==> src/rtl/spi_host_pkg.sv <==
// Shared constants of the SPI host controller: register offsets, control bits
// and character width. Modules import it where they need these values.
package spi_host_pkg;

  // character width
  localparam int unsigned spi_max_char      = 32;
  localparam int unsigned spi_char_len_bits = 5;  // 0 encodes a full 32-bit character

  // word offset lives in addr[4:2]
  localparam int unsigned reg_ofs_hi = 4;
  localparam int unsigned reg_ofs_lo = 2;

  localparam logic [2:0] reg_data    = 3'd0;  // write tx, read rx
  localparam logic [2:0] reg_ctrl    = 3'd1;
  localparam logic [2:0] reg_divider = 3'd2;
  localparam logic [2:0] reg_ss      = 3'd3;

  // control register layout
  localparam int unsigned ctrl_char_len_lo = 0;
  localparam int unsigned ctrl_char_len_hi = 4;
  localparam int unsigned ctrl_go          = 8;
  localparam int unsigned ctrl_rx_negedge  = 9;
  localparam int unsigned ctrl_tx_negedge  = 10;
  localparam int unsigned ctrl_lsb         = 11;
  localparam int unsigned ctrl_ie          = 12;
  localparam int unsigned ctrl_ass         = 13;
  localparam int unsigned ctrl_rx_en       = 14;
  localparam int unsigned ctrl_tx_en       = 15;
  localparam int unsigned ctrl_width       = 16;

endpackage

==> src/rtl/spi_regs.sv <==
// Register block of the SPI host: bus decode, divider/ctrl/ss registers and
// registered read data. Also builds the completion interrupts and slave selects.
module spi_regs #(
  parameter int unsigned SsWidth      = 8,
  parameter int unsigned DividerWidth = 16
) (
  input  logic                                      clk_i,
  input  logic                                      rst_ni,
  // register bus
  input  logic [7:0]                                addr_i,
  input  logic [31:0]                               wdata_i,
  input  logic [3:0]                                be_i,
  input  logic                                      we_i,
  input  logic                                      re_i,
  output logic [31:0]                               rdata_o,
  output logic                                      intr_rx_o,
  output logic                                      intr_tx_o,
  output logic [SsWidth-1:0]                        ss_o,
  output logic                                      sd_oe_o,
  // shift engine and clock generator status
  input  logic                                      tip_i,
  input  logic                                      last_i,
  input  logic                                      pos_edge_i,
  input  logic [spi_host_pkg::spi_max_char-1:0]      rx_i,
  // settings to the datapath
  output logic                                      go_o,
  output logic [DividerWidth-1:0]                   divider_o,
  output logic [spi_host_pkg::spi_char_len_bits-1:0] char_len_o,
  output logic                                      lsb_o,
  output logic                                      rx_negedge_o,
  output logic                                      tx_negedge_o,
  output logic                                      rx_en_o,
  output logic                                      latch_o
);
  import spi_host_pkg::*;

  logic [DividerWidth-1:0] divider;
  logic [ctrl_width-1:0]   ctrl;
  logic [SsWidth-1:0]      ss;
  logic [2:0]              ofs;
  logic                    wr;
  logic                    sel_data;
  logic                    sel_ctrl;
  logic                    sel_divider;
  logic                    sel_ss;
  logic [31:0]             wmask;      // per-bit write enable from be_i
  logic [31:0]             rdata_d;
  logic                    done;       // final sclk edge of a character
  logic                    ie;
  logic                    ass;
  logic                    tx_en;

  assign ofs = addr_i[reg_ofs_hi:reg_ofs_lo];
  assign wr  = we_i & ~re_i;

  assign sel_data    = wr & (ofs == reg_data);
  assign sel_ctrl    = wr & (ofs == reg_ctrl);
  assign sel_divider = wr & (ofs == reg_divider);
  assign sel_ss      = wr & (ofs == reg_ss);

  assign wmask = {{8{be_i[3]}}, {8{be_i[2]}}, {8{be_i[1]}}, {8{be_i[0]}}};

  assign done = tip_i & last_i & pos_edge_i;

  // divider, frozen during a transfer
  always_ff @(posedge clk_i or negedge rst_ni)
  begin
    if (!rst_ni)
      divider <= '0;
    else if (sel_divider && !tip_i)
      divider <= (divider & ~wmask[DividerWidth-1:0]) |
                 (wdata_i[DividerWidth-1:0] & wmask[DividerWidth-1:0]);
  end

  // control register; go self-clears when the character completes
  always_ff @(posedge clk_i or negedge rst_ni)
  begin
    if (!rst_ni)
      ctrl <= '0;
    else if (sel_ctrl && !tip_i)
      ctrl <= (ctrl & ~wmask[ctrl_width-1:0]) | (wdata_i[ctrl_width-1:0] & wmask[ctrl_width-1:0]);
    else if (done)
      ctrl[ctrl_go] <= 1'b0;
  end

  always_ff @(posedge clk_i or negedge rst_ni)
  begin
    if (!rst_ni)
      ss <= '0;  // nothing selected
    else if (sel_ss && !tip_i)
      ss <= (ss & ~wmask[SsWidth-1:0]) | (wdata_i[SsWidth-1:0] & wmask[SsWidth-1:0]);
  end

  assign go_o         = ctrl[ctrl_go];
  assign char_len_o   = ctrl[ctrl_char_len_hi:ctrl_char_len_lo];
  assign lsb_o        = ctrl[ctrl_lsb];
  assign rx_negedge_o = ctrl[ctrl_rx_negedge];
  assign tx_negedge_o = ctrl[ctrl_tx_negedge];
  assign rx_en_o      = ctrl[ctrl_rx_en];
  assign ie           = ctrl[ctrl_ie];
  assign ass          = ctrl[ctrl_ass];
  assign tx_en        = ctrl[ctrl_tx_en];
  assign divider_o    = divider;

  // tx word goes straight into the shift register
  assign latch_o = sel_data & tx_en;

  // read mux, zero extended
  always_comb
  begin
    rdata_d = '0;
    case (ofs)
      reg_data:    rdata_d = rx_i;
      reg_ctrl:    rdata_d[ctrl_width-1:0] = ctrl;
      reg_divider: rdata_d[DividerWidth-1:0] = divider;
      reg_ss:      rdata_d[SsWidth-1:0] = ss;
      default:     rdata_d = '0;
    endcase
  end

  always_ff @(posedge clk_i or negedge rst_ni)
  begin
    if (!rst_ni)
      rdata_o <= '0;
    else if (re_i)
      rdata_o <= rdata_d;
  end

  // one-cycle pulses after the last edge
  always_ff @(posedge clk_i or negedge rst_ni)
  begin
    if (!rst_ni)
    begin
      intr_tx_o <= 1'b0;
      intr_rx_o <= 1'b0;
    end
    else
    begin
      intr_tx_o <= ie & tx_en & done;
      intr_rx_o <= ie & rx_en_o & done;
    end
  end

  // output enable for a half-duplex data line
  always_ff @(posedge clk_i or negedge rst_ni)
  begin
    if (!rst_ni)
      sd_oe_o <= 1'b0;
    else
      sd_oe_o <= tx_en & ~rx_en_o;
  end

  // active low; in auto mode only asserted during a transfer
  assign ss_o = ~(ss & {SsWidth{tip_i | ~ass}});

endmodule

==> src/rtl/spi_clkgen.sv <==
// Serial clock generator. Divides clk_i by 2*(divider+1) while a transfer runs
// and flags each rising and falling sclk edge one cycle ahead.
module spi_clkgen #(
  parameter int unsigned DividerWidth = 16
) (
  input  logic                    clk_i,
  input  logic                    rst_ni,
  input  logic                    go_i,
  input  logic                    enable_i,    // transfer in progress
  input  logic                    last_i,      // last bit of the character
  input  logic [DividerWidth-1:0] divider_i,
  output logic                    sclk_o,
  output logic                    pos_edge_o,
  output logic                    neg_edge_o
);

  logic [DividerWidth-1:0] cnt;
  logic                    cnt_zero;
  logic                    cnt_one;
  logic                    div_zero;

  assign cnt_zero = (cnt == '0);
  assign cnt_one  = (cnt == DividerWidth'(1));
  assign div_zero = (divider_i == '0);

  // half-period down counter, held at divider while idle
  always_ff @(posedge clk_i or negedge rst_ni)
  begin
    if (!rst_ni)
      cnt <= '1;
    else if (!enable_i || cnt_zero)
      cnt <= divider_i;
    else
      cnt <= cnt - 1'b1;
  end

  // stop low once the last bit has had its falling edge
  always_ff @(posedge clk_i or negedge rst_ni)
  begin
    if (!rst_ni)
      sclk_o <= 1'b0;
    else if (enable_i && cnt_zero && (!last_i || sclk_o))
      sclk_o <= ~sclk_o;
  end

  always_ff @(posedge clk_i or negedge rst_ni)
  begin
    if (!rst_ni)
    begin
      pos_edge_o <= 1'b0;
      neg_edge_o <= 1'b0;
    end
    else
    begin
      // divider of zero toggles every cycle, so the strobes follow the level
      pos_edge_o <= (enable_i && !sclk_o && cnt_one) ||
                    (div_zero && sclk_o) ||
                    (div_zero && go_i && !enable_i);  // first edge at start
      neg_edge_o <= (enable_i && sclk_o && cnt_one) ||
                    (div_zero && !sclk_o && enable_i);
    end
  end

endmodule

==> src/rtl/spi_shift.sv <==
// Character shift engine. Holds the tx word, shifts it out MSB or LSB first and
// captures received bits into the same register, which is read back as rx.
module spi_shift (
  input  logic                                      clk_i,
  input  logic                                      rst_ni,
  input  logic [spi_host_pkg::spi_char_len_bits-1:0] len_i,
  input  logic                                      lsb_i,
  input  logic                                      go_i,
  input  logic                                      pos_edge_i,
  input  logic                                      neg_edge_i,
  input  logic                                      rx_negedge_i,
  input  logic                                      tx_negedge_i,
  input  logic                                      rx_en_i,
  input  logic                                      latch_i,
  input  logic [3:0]                                byte_sel_i,
  input  logic [spi_host_pkg::spi_max_char-1:0]      p_in_i,
  input  logic                                      s_in_i,
  output logic                                      tip_o,
  output logic                                      last_o,
  output logic [spi_host_pkg::spi_max_char-1:0]      p_out_o,
  output logic                                      s_out_o
);
  import spi_host_pkg::*;

  logic [spi_max_char-1:0]    data;
  logic [spi_char_len_bits:0] cnt;          // bits left to clock
  logic [spi_char_len_bits:0] full_len;     // len with 0 mapped to 32
  logic [spi_char_len_bits:0] tx_bit_pos;
  logic [spi_char_len_bits:0] rx_bit_pos;
  logic                       tx_clk;
  logic                       rx_clk;

  assign full_len = {~|len_i, len_i};
  assign last_o   = ~|cnt;

  // bit positions relative to the remaining count
  assign tx_bit_pos = lsb_i ? full_len - cnt : cnt - 1'b1;
  assign rx_bit_pos = lsb_i ? full_len - (rx_negedge_i ? cnt + 1'b1 : cnt)
                            : (rx_negedge_i ? cnt : cnt - 1'b1);

  assign tx_clk = tip_o & (tx_negedge_i ? neg_edge_i : pos_edge_i) & ~last_o;
  // the extra rising strobe that ends the transfer must not sample
  assign rx_clk = tip_o & (rx_negedge_i ? neg_edge_i : (pos_edge_i & ~last_o));

  always_ff @(posedge clk_i or negedge rst_ni)
  begin
    if (!rst_ni)
      cnt <= '0;
    else if (!tip_o)
      cnt <= full_len;  // preload for next character
    else if (pos_edge_i && !last_o)
      cnt <= cnt - 1'b1;
  end

  always_ff @(posedge clk_i or negedge rst_ni)
  begin
    if (!rst_ni)
      tip_o <= 1'b0;
    else if (go_i && !tip_o)
      tip_o <= 1'b1;
    else if (tip_o && last_o && pos_edge_i)
      tip_o <= 1'b0;
  end

  // while idle the line shows the first bit
  always_ff @(posedge clk_i or negedge rst_ni)
  begin
    if (!rst_ni)
      s_out_o <= 1'b0;
    else if (tx_clk || !tip_o)
      s_out_o <= data[tx_bit_pos[spi_char_len_bits-1:0]];
  end

  // tx load by byte lanes, rx capture in place
  always_ff @(posedge clk_i)
  begin
    if (latch_i && !tip_o)
    begin
      for (int b = 0; b < spi_max_char / 8; b++)
      begin
        if (byte_sel_i[b])
          data[8*b +: 8] <= p_in_i[8*b +: 8];
      end
    end
    else if (rx_en_i && rx_clk)
      data[rx_bit_pos[spi_char_len_bits-1:0]] <= s_in_i;
  end

  assign p_out_o = data;

endmodule

==> src/rtl/spi_host.sv <==
// SPI host controller top level. Connects the register block, the serial clock
// generator and the shift engine behind a single-cycle strobe register bus.
module spi_host #(
  parameter int unsigned SsWidth      = 8,
  parameter int unsigned DividerWidth = 16
) (
  input  logic               clk_i,
  input  logic               rst_ni,
  input  logic [7:0]         addr_i,
  input  logic [31:0]        wdata_i,
  input  logic [3:0]         be_i,
  input  logic               we_i,
  input  logic               re_i,
  output logic [31:0]        rdata_o,
  output logic               intr_rx_o,
  output logic               intr_tx_o,
  output logic [SsWidth-1:0] ss_o,
  output logic               sclk_o,
  output logic               sd_o,
  output logic               sd_oe_o,
  input  logic               sd_i
);
  import spi_host_pkg::*;

  logic                         go;
  logic [DividerWidth-1:0]      divider;
  logic [spi_char_len_bits-1:0] char_len;
  logic                         lsb;
  logic                         rx_negedge;
  logic                         tx_negedge;
  logic                         rx_en;
  logic                         latch;
  logic                         tip;
  logic                         last;      // final bit of the character
  logic                         pos_edge;
  logic                         neg_edge;
  logic [spi_max_char-1:0]      rx;

  spi_regs #(
    .SsWidth      (SsWidth),
    .DividerWidth (DividerWidth)
  ) u_regs (
    .clk_i        (clk_i),
    .rst_ni       (rst_ni),
    .addr_i       (addr_i),
    .wdata_i      (wdata_i),
    .be_i         (be_i),
    .we_i         (we_i),
    .re_i         (re_i),
    .rdata_o      (rdata_o),
    .intr_rx_o    (intr_rx_o),
    .intr_tx_o    (intr_tx_o),
    .ss_o         (ss_o),
    .sd_oe_o      (sd_oe_o),
    .tip_i        (tip),
    .last_i       (last),
    .pos_edge_i   (pos_edge),
    .rx_i         (rx),
    .go_o         (go),
    .divider_o    (divider),
    .char_len_o   (char_len),
    .lsb_o        (lsb),
    .rx_negedge_o (rx_negedge),
    .tx_negedge_o (tx_negedge),
    .rx_en_o      (rx_en),
    .latch_o      (latch)
  );

  spi_clkgen #(
    .DividerWidth (DividerWidth)
  ) u_clkgen (
    .clk_i      (clk_i),
    .rst_ni     (rst_ni),
    .go_i       (go),
    .enable_i   (tip),
    .last_i     (last),
    .divider_i  (divider),
    .sclk_o     (sclk_o),
    .pos_edge_o (pos_edge),
    .neg_edge_o (neg_edge)
  );

  spi_shift u_shift (
    .clk_i        (clk_i),
    .rst_ni       (rst_ni),
    .len_i        (char_len),
    .lsb_i        (lsb),
    .go_i         (go),
    .pos_edge_i   (pos_edge),
    .neg_edge_i   (neg_edge),
    .rx_negedge_i (rx_negedge),
    .tx_negedge_i (tx_negedge),
    .rx_en_i      (rx_en),
    .latch_i      (latch),
    .byte_sel_i   (be_i),
    .p_in_i       (wdata_i),
    .s_in_i       (sd_i),
    .tip_o        (tip),
    .last_o       (last),
    .p_out_o      (rx),
    .s_out_o      (sd_o)
  );

endmodule

==> config.mk <==
export PLATFORM = sky130hd
export DESIGN_NAME = spi_host
export DESIGN_NICKNAME = d
export VERILOG_FILES = /design/src/rtl/spi_host_pkg.sv /design/src/rtl/spi_regs.sv /design/src/rtl/spi_clkgen.sv /design/src/rtl/spi_shift.sv /design/src/rtl/spi_host.sv
export SDC_FILE = /design/constraint.sdc
export NUM_CORES = 1
export LEC_CHECK = 0
export ABC_AREA = 0
export BUFFER_PORTS_ARGS = -buffer_cell sky130_fd_sc_hd__clkbuf_2
export CAP_MARGIN = 25
export CORE_MARGIN = 5
export CORE_UTILIZATION = 55
export DETAILED_ROUTE_END_ITERATION = 12
export PLACE_DENSITY = 0.87
export SLEW_MARGIN = 20
export SYNTH_ARGS = -nofsm -noshare
export SYNTH_HDL_FRONTEND = slang
export SYNTH_SLANG_ARGS = --single-unit
==> constraint.sdc <==
create_clock -name clk_i -period 6.44 [get_ports clk_i]
set_input_delay 0.322 -clock clk_i [delete_from_list [all_inputs] [get_ports clk_i]]
set_output_delay 0.322 -clock clk_i [all_outputs]
set_load 0.01 [all_outputs]
==> results_dict.tcl, run 1 <==
set metrics [dict create \
    cts_buffers 17 \
    syn_to_final_growth_pct 16.2 \
    synth_edf_count 32 \
    detailedRoute.firstIterationViolations 753 \
    grt_usage_pct 26.0 \
    cts_hold_buf 1 \
    synth_cell_type_count 53 \
    synthCells 728 \
    finalClockSkew_ns 0.0128 \
    synth_nets 792 \
    worstSkewPairLatency_ns 0.43 \
    ys_async_sr_fraction_pct 76.1 \
    netlist_area_um2 7340 \
    row_count 42 \
    ys_seq_area_share_pct 48.2 \
    regArea_um2 3530 \
    vdd_drop_max_mv 0.228 \
    outcome "completed" \
    max-slew-margin-rel_pct 40.3 \
    hpwl_um 13900 \
    setup_viol 0 \
    path_cells "inv_1 > ha_1 > nand2_1 > o21ai_0 > fa_1 > nor2b_1 > o21a_1 > or3_1 > a31oi_4 > xor2_1 > nand2_1 > o31ai_1" \
    fin_nets 872 \
    post_cts_buffers 0 \
    vias 6041 \
    antenna_cells 0 \
    place_area_um2 7910 \
    nFillCells 997 \
    critPathRequiredTime_ns 6.55 \
    wirelength_um 19700 \
    crit_path_frequent_cell "nand2_1" \
    clockBufferDepth 2 \
    multi_input_area_um2 3470 \
    grt_max_degree 74 \
    final_min_period_over_clock_period_pct 65.9 \
    period_needed_ns 4.24 \
    io_buffers 88 \
    dieArea_um2 15700 \
    wl_per_cell_um 19.8 \
    core_area_um2 13100 \
    cp_max_fo 11 \
    slew_violations 0 \
    hp-class "input pin to register" \
    cts_resized 0 \
    cp_slowest_cell "xor2_1" \
    ioPinCount 94 \
    dr.pass1.iters 6 \
    layout-drive-gt1-share_pct 25.6 \
    cts_root_buffer "clkbuf_16" \
    cts_tree "built" \
    yosys_most_used_dff "dfrtp_1" \
    drtAntennaViolNets 0 \
    clkSinkCount 134 \
    fin_area_um2 8530 \
    hold_viol 0 \
    maxCapViolations 0 \
    avgSynthCellArea_um2 10.1 \
    synth_warnings 0 \
    cp-end-kind "register" \
    powerDensity_nw_per_um2 401 \
    totalNegativeSetupSlack_ns 0 \
    max_stage_delay_ns 0.70 \
    grt_pass1_wl_um 32300 \
    drc_errors 0 \
    ys_ff_latch 134 \
    tightest_slew_ns 0.896 \
    start_util_pct 55.8 \
    die_h_um 125 \
    start_kind "register" \
    cts_htree_levels 4 \
    mostFrequentLayoutCells "nand2_1 (96), clkbuf_2 (87), dfrtp_1 (86), inv_1 (54), nor2_1 (52)" \
    overflow 0 \
    fmax_ghz 0.236 \
    place_congestion 0.930 \
    worstPathArrival_ns 4.35 \
    antenna_found_initial 0 \
    post_drt_via_cell_ratio 6.06 \
    leakagePower_nw 3.66 \
    rsz0062_at_grt "no" \
    mostFrequentLayoutCell "nand2_1" \
    grt_pass1_vias 6181 \
    die_w_um 125 \
    clk_pin_slew_ns 0.06 \
    critPathKind "register to register" \
]
-- layer usage --
metal / vias to the layer above / GRT usage, % / wire [um]
met2: 324 / 41.1 / 9440
met5: - / 0 / 0
met3: 69 / 6.27 / 1650
met1: 2907 / 33.5 / 7820
li1: 2741 / - / -
met4: 0 / 13.5 / 786
-- layout make-up --
class / instances / area share, %
sequential: 134 / 41.4
multi-input combinational: 507 / 40.7
clock buffer: 25 / 6.43
timing repair buffer: 94 / 5.75
tap: 176 / 2.58
inverter: 54 / 2.38
clock inverter: 7 / 0.719
-- cells by family (layout without fill, tap and decap cells) --
kind of cell,Yosys count,count (layout),share of synthesized area [%]
simple gates,226,226,14.6
buf+inv,87,180,4.62
xor+xnor,29,29,3.56
flops,134,134,48.2
fa+ha+maj,15,15,2.76
mux,76,76,13.8
compound gates,161,161,12.5
-- synthesized netlist by cell type, drive strengths merged, types with 4 or more instances --
cell type,instances,area [um2]
buf,10,50.1
nor2b,6,37.5
or3,4,25.0
xor2,12,105
a21oi,50,262
dfrtp,86,2150
nand2,97,367
nand4,8,50.1
dfstp,16,420
o21a,4,30.0
nor4,10,77.6
nor3,14,85.1
o22ai,17,106
and3,4,25.0
edfxtp,32,961
mux2i,20,200
nand3,15,80.1
ha,13,163
o31ai,11,92.6
clkbuf,23,86.3
nor2,52,195
inv,54,203
o21ai,71,355
xnor2,17,156
mux4,16,360
mux2,40,450
-- where the power goes --
| part | leakage, nW | switching (W) | internal, W |
|---|---|---|---|
| combinational | 1.73 | 0.000722 | 0.000476 |
| sequential | 1.62 | 0.000190 | 0.00105 |
| clock | 0.304 | 0.000361 | 0.000625 |
| total | 3.66 | 0.00127 | 0.00215 |
-- critical path, delay by kind of cell (launching register included) --
kind / cells / cell delay [ns]
AO/OA/AOI/OAI: 4 / 0.96
AND/OR/NAND/NOR: 4 / 0.84
XOR/XNOR: 1 / 0.70
adder cells (fa/ha/maj): 2 / 0.69
flip-flops: 1 / 0.54
buffers and inverters: 1 / 0.20
-- through the flow --
step	util [%]	hold slack (ns)	power, W	setup slack [ns]	instances
6_report	64.9	0.171	0.00342	2.20	997
5_1_grt	64.9	0.162	0.00359	2.06	997
4_1_cts	64.9	0.160	0.00339	2.34	997
3_5_place_dp	60.2	0.278	0.00239	2.42	964
3_3_place_gp	60.2	0.273	0.00236	2.54	964
2_1_floorplan	-	0.0264	0.00207	3.06	728
-- path summary, 6_finish.rpt --
check | startpoint | endpoint | slack [ns] | depth (start not counted)
min reg2reg | u_shift.p_out_o[23] | u_regs.rdata_o[23] | 0.49 | 2
max | u_shift.cnt[1] | u_shift.p_out_o[13] | 2.20 | 12
max reg2reg | u_shift.cnt[1] | u_shift.p_out_o[13] | 2.20 | 12
min | wdata_i[25] | u_shift.p_out_o[25] | 0.17 | 3
max in group asynchronous | rst_ni | u_regs.rdata_o[6] | 4.84 | 3
min in group asynchronous | rst_ni | u_regs.rdata_o[19] | 0.36 | 2
Power figures use the tool's default switching activity.
==> run 2: changes to the inputs <==
clock period = 4 ns   (was 6.44 ns; I/O delays follow)
==> run 2 against run 1 <==
Setup slack got worse by 1.8 ns. First-iteration DRC count decreased by 10%. Cell area increased by 1.4%. Cell count increased by 0.70%. Die area unchanged. Non-clock buffer count increased by 7. Critical path depth unchanged. Total power increased by 64%. Wire length increased by 2.9%. Critical endpoint is now u_shift.p_out_o[14]. Flip-flop and latch count unchanged. Clock power increased by 66%.
==> results_dict.tcl, run 2 (synthesized netlist as in run 1, its figures left out) <==
set metrics [dict create \
    cp-end-kind "register" \
    die_w_um 125 \
    finalClockSkew_ns 0.00788 \
    drtAntennaViolNets 0 \
    worstPathArrival_ns 3.70 \
    start_util_pct 55.8 \
    nFillCells 1018 \
    mostFrequentLayoutCells "nand2_1 (96), clkbuf_2 (87), dfrtp_1 (86), inv_1 (54), nor2_1 (52)" \
    wirelength_um 20300 \
    critPathKind "register to register" \
    maxCapViolations 0 \
    period_needed_ns 3.59 \
    place_ws_ns 0.303 \
    reg2reg_depth 12 \
    tightest_slew_ns 0.900 \
    overflow 0 \
    totalNegativeSetupSlack_ns 0 \
    cp_max_fo 10 \
    detailedRoute.firstIterationViolations 677 \
    holdCritStartpoint "wdata_i[20]" \
    power_w 0.00561 \
    path_cells "inv_1 > ha_1 > nand2_1 > o21ai_0 > fa_1 > nor2b_1 > o21a_1 > or3_1 > a31oi_4 > xor2_2 > nand2_1 > o31ai_1" \
    grt_max_degree 76 \
    vdd_drop_max_mv 0.391 \
    cp_slowest_cell "dfrtp_1" \
    hold_depth 3 \
    rrSetupSlack_ns 0.41 \
    vias 6154 \
    cts_buffers 17 \
    hold_viol 0 \
    io_buffers 88 \
    ioPinCount 94 \
    worstSkewPairLatency_ns 0.43 \
    cts_tree "built" \
    fmax_ghz 0.278 \
    cts_htree_levels 4 \
    antenna_cells 0 \
    setup_viol 0 \
    mostFrequentLayoutCell "nand2_1" \
    fin_ws_ns 0.407 \
    hpwl_um 14300 \
    grt_usage_pct 26.2 \
    die_h_um 125 \
    fin_nets 879 \
    critPathRequiredTime_ns 4.11 \
    grt_pass1_vias 6042 \
    r2r_end "u_shift.p_out_o[14]" \
    clk_pin_slew_ns 0.06 \
    core_area_um2 13100 \
    outcome "completed" \
    reg2reg_from "u_shift.cnt[0]" \
    final_min_period_over_clock_period_pct 89.8 \
    rsz0062_at_grt "no" \
    worst_hold_slack_ns 0.0482 \
    row_count 42 \
    powerDensity_nw_per_um2 649 \
    post_drt_via_cell_ratio 6.13 \
    dieArea_um2 15700 \
    max-slew-margin-rel_pct 39.6 \
    drc_errors 0 \
    antenna_found_initial 0 \
    crit_family "compound AO/OA/AOI/OAI gates" \
    start_kind "register" \
    regArea_um2 3530 \
    syn_to_final_growth_pct 17.8 \
    layout-drive-gt1-share_pct 26.4 \
    hp-class "input pin to register" \
    max_stage_delay_ns 0.54 \
    clockBufferDepth 2 \
    holdPathEnd "u_shift.p_out_o[20]" \
    clkSinkCount 134 \
    place_congestion 0.945 \
    crit_path_frequent_cell "nand2_1" \
    cp.buffers_inverters 1 \
    grt_pass1_wl_um 32400 \
    dr.pass1.iters 5 \
    wl_per_cell_um 20.2 \
    multi_input_area_um2 3480 \
    leakagePower_nw 3.72 \
    slew_violations 0 \
    cts_root_buffer "clkbuf_16" \
]
-- run 2: worst max path at each step --
| stage | cells past startpoint | slack [ns] | to | from |
|---|---|---|---|---|
| 2_1_floorplan | 15 | 0.62 | u_shift.p_out_o[21] | u_shift.cnt[0] |
| 3_3_place_gp | 12 | 0.40 | u_shift.p_out_o[14] | u_shift.cnt[0] |
| 3_5_place_dp | 12 | 0.30 | u_shift.p_out_o[14] | u_shift.cnt[0] |
| 4_1_cts | 12 | 0.28 | u_shift.p_out_o[14] | u_shift.cnt[0] |
| 5_1_grt | 12 | 0.09 | u_shift.p_out_o[14] | u_shift.cnt[0] |
| 6_report | 12 | 0.41 | u_shift.p_out_o[14] | u_shift.cnt[0] |
-- run 2: area by class of cell --
| cell class | count | area share [%] |
|---|---|---|
| timing repair buffer | 101 | 6.52 |
| inverter | 54 | 2.35 |
| clock buffer | 27 | 6.80 |
| multi-input combinational | 507 | 40.3 |
| tap | 176 | 2.55 |
| sequential | 134 | 40.9 |
| clock inverter | 5 | 0.579 |
-- run 2: tightest hold or removal path: cells and delay by family --
family                 cells  cell delay, ns
buffers and inverters      1            0.08
AND/OR/NAND/NOR            1            0.04
AO/OA/AOI/OAI              1            0.06
-- run 2: stage by stage --
step | util (%) | cell area [um2] | cells
finish | 65.8 | 8640 | 1004
global route | 65.8 | 8640 | 1004
detailed placement | 60.6 | 7960 | 970
CTS | 65.5 | 8610 | 1003
floorplan | - | 7340 | 728
global placement | 60.5 | 7950 | 970
-- run 2: timing repair --
action                     4_1_cts  5_1_grt
buffers inserted                 0        0
setup endpoints to repair        0        7
hold endpoints to repair        61        0
gates resized for setup          0        1
hold buffers                     1        0
-- run 2: report_power, final --
part | internal, W | leakage, nW | switching [W]
combinational | 0.000796 | 1.78 | 0.00121
sequential | 0.00168 | 1.62 | 0.000287
clock | 0.00107 | 0.320 | 0.000571
-- run 2: per-layer routing --
| layer | track usage [%] | up-vias | part of all wire [%] |
|---|---|---|---|
| met3 | 5.93 | 61 | 8.7 |
| met4 | 10.8 | 0 | 3.6 |
| met2 | 43.1 | 357 | 49 |
| met5 | 0 | - | 0 |
| met1 | 33.8 | 2988 | 39 |
| li1 | - | 2748 | - |
